## config.mk

```make
export PLATFORM = sky130hd
export DESIGN_NAME = game_top
export DESIGN_NICKNAME = d
export VERILOG_FILES = /design/src/game_pkg.sv /design/src/vga_timing.sv /design/src/mouse_click.sv /design/src/draw_background.sv /design/src/class_selector.sv /design/src/vga_output.sv /design/src/game_top.sv
export SDC_FILE = /design/constraint.sdc
export NUM_CORES = 1
export LEC_CHECK = 0
export BUFFER_PORTS_ARGS = -buffer_cell sky130_fd_sc_hd__buf_2
export CAP_MARGIN = 20
export CORE_ASPECT_RATIO = 1.4
export CORE_MARGIN = 3
export CORE_UTILIZATION = 55
export DETAILED_ROUTE_END_ITERATION = 8
export PLACE_DENSITY = 0.84
export SETUP_SLACK_MARGIN = 0.05
export SYNTH_ARGS = -nofsm -noshare
export SYNTH_HDL_FRONTEND = slang
export SYNTH_SLANG_ARGS = --single-unit
```

## constraint.sdc

```tcl
create_clock -name clk -period 3.1 [get_ports clk]
set_clock_uncertainty 0.1 [all_clocks]
set_input_delay 0.465 -clock clk [delete_from_list [all_inputs] [get_ports clk]]
set_output_delay 0.465 -clock clk [all_outputs]
set_load 0.03 [all_outputs]
```

## src/melee.dat

```
// Melee sprite mask: one 8-bit hex row per line, top row first, bit 7 is the leftmost column.
18
3C
18
7E
5A
18
24
66

```

## src/archer.dat

```
// Archer sprite mask: one 8-bit hex row per line, top row first, bit 7 is the leftmost column.
31
39
35
FF
33
35
69
CD

```

## src/game_pkg.sv

```systemverilog
package game_pkg;

    typedef logic [11:0] coord_t;  // Pixel or mouse coordinate.
    typedef logic [11:0] rgb_t;    // 4 bits each of red, green, blue.
    typedef logic [3:0]  hp_t;     // Character hit points.

    // 640x480 at 60 Hz, counted in pixel clocks.
    localparam coord_t HOR_PIXELS     = 12'd640;
    localparam coord_t HOR_TOTAL      = 12'd800;
    localparam coord_t HOR_SYNC_START = 12'd656;
    localparam coord_t HOR_SYNC_END   = 12'd752;

    localparam coord_t VER_PIXELS     = 12'd480;
    localparam coord_t VER_TOTAL      = 12'd525;
    localparam coord_t VER_SYNC_START = 12'd490;
    localparam coord_t VER_SYNC_END   = 12'd492;

    // Each mask bit covers a 4x4 block of screen pixels.
    localparam int SPRITE_SCALE = 4;

    localparam coord_t RECT_W   = 12'd32;
    localparam coord_t RECT_H   = 12'd32;
    localparam coord_t LEFT_X   = 12'd213;
    localparam coord_t RIGHT_X  = 12'd426;
    localparam coord_t TOP_Y    = 12'd320;
    localparam coord_t CENTER_X = 12'd304;
    localparam coord_t CENTER_Y = 12'd336;
    localparam coord_t FRAME_W  = 12'd2;     // Frame thickness in pixels.

    // Rows from here down are ground.
    localparam coord_t GROUND_Y = 12'd400;

    localparam rgb_t SKY_COLOR    = 12'h226;
    localparam rgb_t GROUND_COLOR = 12'h452;
    localparam rgb_t MELEE_COLOR  = 12'hC33;
    localparam rgb_t ARCHER_COLOR = 12'h3C3;
    localparam rgb_t FRAME_COLOR  = 12'hFFF;

    localparam hp_t MELEE_HP  = 4'd10;
    localparam hp_t ARCHER_HP = 4'd8;

endpackage

```

## src/vga_timing.sv

```systemverilog
`timescale 1ns/1ps

module vga_timing
    import game_pkg::*;
(
    input  logic   clk,
    input  logic   rst,
    output coord_t hcount,
    output coord_t vcount,
    output logic   hsync,
    output logic   vsync,
    output logic   hblnk,
    output logic   vblnk
);

    coord_t h_next;
    coord_t v_next;
    logic   line_end;

    assign line_end = (hcount == HOR_TOTAL - 1'b1);

    always_comb begin
        h_next = line_end ? '0 : hcount + 1'b1;
        v_next = vcount;
        if (line_end) begin
            v_next = (vcount == VER_TOTAL - 1'b1) ? '0 : vcount + 1'b1;
        end
    end

    // Flags are decoded from the next count so they line up with the counters.
    always_ff @(posedge clk or posedge rst) begin
        if (rst) begin
            hcount <= '0;
            vcount <= '0;
            hsync  <= 1'b0;
            vsync  <= 1'b0;
            hblnk  <= 1'b0;
            vblnk  <= 1'b0;
        end else begin
            hcount <= h_next;
            vcount <= v_next;
            hsync  <= (h_next >= HOR_SYNC_START) && (h_next < HOR_SYNC_END);
            vsync  <= (v_next >= VER_SYNC_START) && (v_next < VER_SYNC_END);
            hblnk  <= (h_next >= HOR_PIXELS);
            vblnk  <= (v_next >= VER_PIXELS);
        end
    end

    a_hcount_range: assert property (
        @(posedge clk) disable iff (rst) hcount < HOR_TOTAL
    ) else $error("hcount out of range: %0d", hcount);

endmodule

```

## src/mouse_click.sv

```systemverilog
`timescale 1ns/1ps

module mouse_click
    import game_pkg::*;
(
    input  logic   clk,
    input  logic   rst,
    input  coord_t mouse_x,
    input  coord_t mouse_y,
    input  logic   mouse_left,
    output coord_t pos_x,
    output coord_t pos_y,
    output logic   click
);

    logic left_q;
    logic left_qq;

    always_ff @(posedge clk) begin
        pos_x <= mouse_x;
        pos_y <= mouse_y;
    end

    // Two samples of the button give the rising edge.
    always_ff @(posedge clk or posedge rst) begin
        if (rst) begin
            left_q  <= 1'b0;
            left_qq <= 1'b0;
            click   <= 1'b0;
        end else begin
            left_q  <= mouse_left;
            left_qq <= left_q;
            click   <= left_q && !left_qq;  // One pulse per press.
        end
    end

endmodule

```

## src/draw_background.sv

```systemverilog
`timescale 1ns/1ps

module draw_background
    import game_pkg::*;
(
    input  logic   clk,
    input  logic   rst,
    input  coord_t hcount,
    input  coord_t vcount,
    input  logic   hsync,
    input  logic   vsync,
    input  logic   hblnk,
    input  logic   vblnk,
    output coord_t hcount_d,
    output coord_t vcount_d,
    output logic   hsync_d,
    output logic   vsync_d,
    output logic   hblnk_d,
    output logic   vblnk_d,
    output rgb_t   rgb_d
);

    rgb_t rgb_nxt;

    always_comb begin
        if (hblnk || vblnk) begin
            rgb_nxt = '0;
        end else if (vcount < GROUND_Y) begin
            rgb_nxt = SKY_COLOR;
        end else begin
            rgb_nxt = GROUND_COLOR;
        end
    end

    always_ff @(posedge clk or posedge rst) begin
        if (rst) begin
            hcount_d <= '0;
            vcount_d <= '0;
            hsync_d  <= 1'b0;
            vsync_d  <= 1'b0;
            hblnk_d  <= 1'b0;
            vblnk_d  <= 1'b0;
            rgb_d    <= '0;
        end else begin
            hcount_d <= hcount;
            vcount_d <= vcount;
            hsync_d  <= hsync;
            vsync_d  <= vsync;
            hblnk_d  <= hblnk;
            vblnk_d  <= vblnk;
            rgb_d    <= rgb_nxt;
        end
    end

endmodule

```

## src/class_selector.sv

```systemverilog
`timescale 1ns/1ps

module class_selector
    import game_pkg::*;
(
    input  logic       clk,
    input  logic       rst,
    input  logic [1:0] game_active,
    input  coord_t     pos_x,
    input  coord_t     pos_y,
    input  logic       click,
    input  coord_t     hcount,
    input  coord_t     vcount,
    input  logic       hsync,
    input  logic       vsync,
    input  logic       hblnk,
    input  logic       vblnk,
    input  rgb_t       rgb,
    output coord_t     hcount_d,
    output coord_t     vcount_d,
    output logic       hsync_d,
    output logic       vsync_d,
    output logic       hblnk_d,
    output logic       vblnk_d,
    output rgb_t       rgb_d,
    output logic       char_class,
    output logic       wpn_type,
    output hp_t        char_hp
);

    // One 8-bit row per entry, bit 7 is the leftmost column.
    logic [7:0] melee_rom  [0:RECT_H/SPRITE_SCALE-1];
    logic [7:0] archer_rom [0:RECT_H/SPRITE_SCALE-1];

    logic       sel_class;    // 0 melee, 1 archer.
    logic       on_screen;
    logic       in_left;
    logic       in_right;
    logic       in_center;
    coord_t     rel_x;
    coord_t     rel_y;
    logic [2:0] mask_row;
    logic [2:0] mask_col;
    logic       melee_bit;
    logic       archer_bit;
    logic       center_bit;
    logic       on_frame;
    rgb_t       rgb_nxt;

    function automatic logic in_rect(input coord_t x, input coord_t y,
                                     input coord_t x0, input coord_t y0);
        return (x >= x0) && (x < x0 + RECT_W) && (y >= y0) && (y < y0 + RECT_H);
    endfunction

    initial begin
        $readmemh("/design/src/melee.dat", melee_rom);
        $readmemh("/design/src/archer.dat", archer_rom);
    end

    assign on_screen = (game_active == 2'd0);

    assign in_left   = in_rect(hcount, vcount, LEFT_X, TOP_Y);
    assign in_right  = in_rect(hcount, vcount, RIGHT_X, TOP_Y);
    assign in_center = in_rect(hcount, vcount, CENTER_X, CENTER_Y);

    // The three boxes never overlap, so one offset serves all of them.
    always_comb begin
        if (in_left) begin
            rel_x = hcount - LEFT_X;
            rel_y = vcount - TOP_Y;
        end else if (in_right) begin
            rel_x = hcount - RIGHT_X;
            rel_y = vcount - TOP_Y;
        end else if (in_center) begin
            rel_x = hcount - CENTER_X;
            rel_y = vcount - CENTER_Y;
        end else begin
            rel_x = '0;
            rel_y = '0;
        end
    end

    assign mask_row   = 3'(rel_y / SPRITE_SCALE);
    assign mask_col   = 3'(rel_x / SPRITE_SCALE);
    assign melee_bit  = melee_rom[mask_row][3'd7 - mask_col];
    assign archer_bit = archer_rom[mask_row][3'd7 - mask_col];
    assign center_bit = sel_class ? archer_bit : melee_bit;

    assign on_frame = (rel_x < FRAME_W) || (rel_x >= RECT_W - FRAME_W) ||
                      (rel_y < FRAME_W) || (rel_y >= RECT_H - FRAME_W);

    always_comb begin
        rgb_nxt = rgb;
        if (on_screen) begin
            if (in_left && melee_bit) begin
                rgb_nxt = MELEE_COLOR;
            end else if (in_right && archer_bit) begin
                rgb_nxt = ARCHER_COLOR;
            end else if (in_center) begin
                if (center_bit) begin
                    rgb_nxt = sel_class ? ARCHER_COLOR : MELEE_COLOR;
                end else if (on_frame) begin
                    rgb_nxt = FRAME_COLOR;    // Frame shows only where the sprite is clear.
                end
            end
        end
    end

    always_ff @(posedge clk or posedge rst) begin
        if (rst) begin
            sel_class <= 1'b0;
        end else if (click && on_screen) begin
            if (in_rect(pos_x, pos_y, LEFT_X, TOP_Y)) begin
                sel_class <= 1'b0;
            end else if (in_rect(pos_x, pos_y, RIGHT_X, TOP_Y)) begin
                sel_class <= 1'b1;
            end
        end
    end

    always_ff @(posedge clk or posedge rst) begin
        if (rst) begin
            hcount_d <= '0;
            vcount_d <= '0;
            hsync_d  <= 1'b0;
            vsync_d  <= 1'b0;
            hblnk_d  <= 1'b0;
            vblnk_d  <= 1'b0;
            rgb_d    <= '0;
        end else begin
            hcount_d <= hcount;
            vcount_d <= vcount;
            hsync_d  <= hsync;
            vsync_d  <= vsync;
            hblnk_d  <= hblnk;
            vblnk_d  <= vblnk;
            rgb_d    <= rgb_nxt;
        end
    end

    assign char_class = sel_class;
    assign wpn_type   = sel_class;
    assign char_hp    = sel_class ? ARCHER_HP : MELEE_HP;

    a_hp_legal: assert property (
        @(posedge clk) disable iff (rst) (char_hp == MELEE_HP) || (char_hp == ARCHER_HP)
    ) else $error("illegal char_hp: %0d", char_hp);

endmodule

```

## src/vga_output.sv

```systemverilog
`timescale 1ns/1ps

module vga_output
    import game_pkg::*;
(
    input  logic clk,
    input  logic rst,
    input  logic hsync,
    input  logic vsync,
    input  logic hblnk,
    input  logic vblnk,
    input  rgb_t rgb,
    output logic vga_hs,
    output logic vga_vs,
    output rgb_t vga_rgb
);

    always_ff @(posedge clk or posedge rst) begin
        if (rst) begin
            vga_hs  <= 1'b0;
            vga_vs  <= 1'b0;
            vga_rgb <= '0;
        end else begin
            vga_hs  <= hsync;
            vga_vs  <= vsync;
            vga_rgb <= (hblnk || vblnk) ? '0 : rgb;  // Black in the porches.
        end
    end

    a_black_in_blank: assert property (
        @(posedge clk) disable iff (rst) (hblnk || vblnk) |=> (vga_rgb == '0)
    ) else $error("vga_rgb not black during blanking: %h", vga_rgb);

endmodule

```

## src/game_top.sv

```systemverilog
`timescale 1ns/1ps

module game_top
    import game_pkg::*;
(
    input  logic       clk,
    input  logic       rst,
    input  logic [1:0] game_active,
    input  coord_t     mouse_x,
    input  coord_t     mouse_y,
    input  logic       mouse_left,
    output logic       vga_hs,
    output logic       vga_vs,
    output rgb_t       vga_rgb,
    output logic       char_class,
    output hp_t        char_hp,
    output logic       wpn_type
);

    coord_t hcount, vcount;
    logic   hsync, vsync, hblnk, vblnk;

    coord_t bg_hcount, bg_vcount;
    logic   bg_hsync, bg_vsync, bg_hblnk, bg_vblnk;
    rgb_t   bg_rgb;

    logic   sel_hsync, sel_vsync, sel_hblnk, sel_vblnk;
    rgb_t   sel_rgb;

    coord_t pos_x, pos_y;
    logic   click;

    vga_timing u_vga_timing (
        .clk(clk), .rst(rst),
        .hcount(hcount), .vcount(vcount),
        .hsync(hsync), .vsync(vsync), .hblnk(hblnk), .vblnk(vblnk)
    );

    mouse_click u_mouse_click (
        .clk(clk), .rst(rst),
        .mouse_x(mouse_x), .mouse_y(mouse_y), .mouse_left(mouse_left),
        .pos_x(pos_x), .pos_y(pos_y), .click(click)
    );

    draw_background u_draw_background (
        .clk(clk), .rst(rst),
        .hcount(hcount), .vcount(vcount),
        .hsync(hsync), .vsync(vsync), .hblnk(hblnk), .vblnk(vblnk),
        .hcount_d(bg_hcount), .vcount_d(bg_vcount),
        .hsync_d(bg_hsync), .vsync_d(bg_vsync), .hblnk_d(bg_hblnk), .vblnk_d(bg_vblnk),
        .rgb_d(bg_rgb)
    );

    // Counters end here since the output stage needs only sync and blanking.
    class_selector u_class_selector (
        .clk(clk), .rst(rst), .game_active(game_active),
        .pos_x(pos_x), .pos_y(pos_y), .click(click),
        .hcount(bg_hcount), .vcount(bg_vcount),
        .hsync(bg_hsync), .vsync(bg_vsync), .hblnk(bg_hblnk), .vblnk(bg_vblnk),
        .rgb(bg_rgb),
        .hcount_d(), .vcount_d(),
        .hsync_d(sel_hsync), .vsync_d(sel_vsync), .hblnk_d(sel_hblnk), .vblnk_d(sel_vblnk),
        .rgb_d(sel_rgb),
        .char_class(char_class), .wpn_type(wpn_type), .char_hp(char_hp)
    );

    vga_output u_vga_output (
        .clk(clk), .rst(rst),
        .hsync(sel_hsync), .vsync(sel_vsync), .hblnk(sel_hblnk), .vblnk(sel_vblnk),
        .rgb(sel_rgb),
        .vga_hs(vga_hs), .vga_vs(vga_vs), .vga_rgb(vga_rgb)
    );

endmodule

```

==> results.json <==
{
  "p_comb_frac": 0.022,
  "ys_ff_latch": 96,
  "tightest_slew_ps": 647.3,
  "grt_pass1_vias": 3049,
  "drtAntennaViolNets": 0,
  "slowest_stage": "dfrtp_1",
  "timing.fmax_mhz": 349.9,
  "area.growth.synth_to_final_pct": 12.70,
  "path_delay_family": "compound AO/OA/AOI/OAI gates",
  "wl_per_cell_um": 14.53,
  "synthArstFlopShare": 0.8021,
  "multiInputGateArea_um2": 1772,
  "drive_gt1_frac": 0.2032,
  "antenna_found_initial": 0,
  "switchingPower_mw": 0.4817,
  "drv_cap": 0,
  "p_leak_nw": 2.222,
  "place_ws_ps": 202.7,
  "clock_latency_ps": 360,
  "relSlewSlack": 0.5679,
  "required_ps": 3280,
  "sw_frac_of_total": 0.2271,
  "grt_max_degree": 48,
  "synth_cells": 386,
  "cts-root-buf": "clkbuf_8",
  "ys_seq_area_frac": 0.5409,
  "clock-sinks": 96,
  "p_clk_frac": 0.380,
  "path_buf_inv": 0,
  "peakVddDrop_v": 0.0003481,
  "clkSlewWorstSetupHoldPaths_ps": 90,
  "io_buffers": 40,
  "htree_levels": 3,
  "rsz0062_at_grt": "no",
  "fillers": 551,
  "period_share": 0.9220,
  "hold_ws_ps": 80.71,
  "die_area_um2": 8863,
  "syn_area_um2": 4265,
  "gp_congestion": 0.9648,
  "drt_iter0_drc": 81,
  "fin_nets": 483,
  "cpPeakStageDelay_ps": 460,
  "layout_setup_ws_ps": 241.7,
  "fp-row-count": 37,
  "ys_types": 61,
  "vias": 2997,
  "intPower_mw": 1.639,
  "cts_tree": "done",
  "r2r_setup_slack_ps": 240,
  "yosys_warnings": 0,
  "cts_buffer_depth": 2,
  "cts_buffers": 9,
  "power.density_nw_per_um2": 441.2,
  "routed_wl_mm": 7.771,
  "reg2reg_depth": 8,
  "worst-path-stages": 8,
  "utilization": 0.6450,
  "drv_slew": 0,
  "hpwl_mm": 5.945,
  "core_um2": 7453,
  "cp_max_fo": 6,
  "setup_viol": 0,
  "status": "completed",
  "post_cts_buffers": 0,
  "insertedDiodeCount": 0,
  "hp-class": "in2async",
  "seq_power_share": 0.598,
  "vias_per_cell": 5.602,
  "grt_pass1_wl_mm": 13.10,
  "grt.overflow.total": 0,
  "fp.dieH_um": 110.2,
  "drt-pass1-iter-count": 4,
  "track_usage": 0.1899,
  "fin_crit_ps": 2858,
  "die_x_um": 80.43,
  "critPathKind": "reg2reg",
  "startpoint_type": "flop",
  "area.sequential_um2": 2307,
  "cp.arrival_ps": 3040,
  "hold_violations": 0,
  "path_cells": "ha_1 -> and3b_1 -> a2111oi_4 -> nand2_1 -> a211oi_1 -> a221oi_1 -> a2111o_1 -> a41oi_1",
  "ys.flop_type": "dfrtp_1",
  "io_pins": 49,
  "avgSynthCellArea_um2": 11.05,
  "synth_edf_count": 0,
  "tns_ps": 0,
  "drc": 0,
  "end_kind": "flop",
  "start_util": 0.5723
}
[cell type report]
| cell class | instances | share of cell area |
|---|---|---|
| Clock buffer | 10 | 0.03097 |
| Clock inverter | 6 | 0.01275 |
| Inverter | 27 | 0.02108 |
| Multi-Input combinational cell | 248 | 0.3686 |
| Sequential cell | 96 | 0.4800 |
| Tap cell | 97 | 0.02525 |
| Timing Repair Buffer | 51 | 0.06143 |
[synthesized netlist by cell type (3+ instances only)]
cell | n | area [um^2]
buf_4 | 12 | 90.09
or4_4 | 3 | 33.78
or3_1 | 4 | 25.02
a31oi_1 | 3 | 18.77
and2_1 | 7 | 43.79
nor4b_1 | 3 | 26.28
a2111oi_0 | 3 | 26.28
a21oi_1 | 8 | 40.04
nand2_1 | 23 | 86.33
nor2b_1 | 4 | 25.02
nor3_1 | 15 | 75.07
nor2_1 | 21 | 78.83
ha_1 | 21 | 262.8
o21a_1 | 5 | 37.54
nand4_1 | 9 | 56.30
o21ai_0 | 17 | 85.08
xor2_1 | 6 | 52.55
a41oi_1 | 3 | 26.28
nor4_1 | 6 | 37.54
dfxtp_1 | 19 | 380.4
xnor2_1 | 15 | 131.4
and3_1 | 11 | 68.82
o31ai_1 | 3 | 22.52
dfrtp_1 | 77 | 1927
nand3_1 | 7 | 35.03
nand2b_1 | 3 | 18.77
or4_1 | 5 | 37.54
inv_1 | 27 | 101.4
[metrics by stage]
stage | area [um^2] | power (mW) | instances
after floorplan | 4269 | 1.322 | 387
after global placement | 4578 | 1.340 | 519
after detailed placement | 4578 | 1.343 | 519
after CTS | 4788 | 2.142 | 535
after global routing | 4807 | 2.195 | 535
final | 4807 | 2.121 | 535
[power groups by stage]
| stage | combinational, mW | clock [mW] | sequential, mW |
|---|---|---|---|
| after floorplan | 0.0294 | 0 | 1.29 |
| after global placement | 0.0475 | 0 | 1.29 |
| after detailed placement | 0.0494 | 0 | 1.29 |
| after CTS | 0.0496 | 0.824 | 1.27 |
| after global routing | 0.0549 | 0.870 | 1.27 |
| final | 0.0474 | 0.806 | 1.27 |
[routing by layer]
metal / GRT usage / wire length (um) / vias up
met5: 0 / 0 / -
met4: 0.1087 / 270 / 0
met3: 0.03171 / 276 / 26
met2: 0.3400 / 4159 / 79
met1: 0.2109 / 3064 / 1439
li1: - / - / 1453
[path summary, 6_finish.rpt]
path                                                    start                       endpoint
min in group clk                                   mouse_y[6]         u_mouse_click.pos_y[6]
max in group asynchronous                                 rst  u_draw_background.hcount_d[9]
worst max register to register  u_draw_background.hcount_d[5]      u_class_selector.rgb_d[1]
worst max-delay path            u_draw_background.hcount_d[5]      u_class_selector.rgb_d[1]
worst min-delay path                                      rst        u_vga_timing.vcount[11]
worst min register to register       u_class_selector.hsync_d            u_vga_output.vga_hs
[placed cells by master (no fill, tap or decap), types with 7 or more instances in the layout]
| master | n |
|---|---|
| a21oi_1 | 8 |
| and2_1 | 7 |
| and3_1 | 11 |
| xnor2_1 | 15 |
| ha_1 | 21 |
| nand2_1 | 23 |
| nor2_1 | 21 |
| buf_2 | 40 |
| inv_1 | 26 |
| clkbuf_8 | 9 |
| dfxtp_1 | 19 |
| o21ai_0 | 17 |
| nand3_1 | 7 |
| buf_4 | 10 |
| nand4_1 | 9 |
| nor3_1 | 15 |
| dfrtp_1 | 77 |
[flip-flops by register name, indices dropped and copies added, names as in the netlist, 3 cells and up]
name and flops:
u_class_selector.rgb_d 4, u_vga_timing.vcount 12, u_vga_timing.hcount 12, u_vga_output.vga_rgb 4
u_mouse_click.pos_y 7, u_draw_background.rgb_d 3, u_draw_background.hcount_d 12, u_draw_background.vcount_d 12
u_mouse_click.pos_x 12
[logic make-up after synthesis]
logic type,count (synthesis),synth area share
other,2,0.001761
adder cells (fa/ha/maj),21,0.06160
XOR/XNOR,21,0.04312
AO/OA/AOI/OAI,62,0.1068
buffers and inverters,43,0.04899
multiplexers,3,0.007334
flip-flops,96,0.5409
AND/OR/NAND/NOR,138,0.1895
[repair_timing]
action                                  CTS  global route
hold buffers                              0             0
endpoints found under the setup margin    0             4
resized for setup                         0             3
Note: power is estimated with default switching activity, not from simulation.
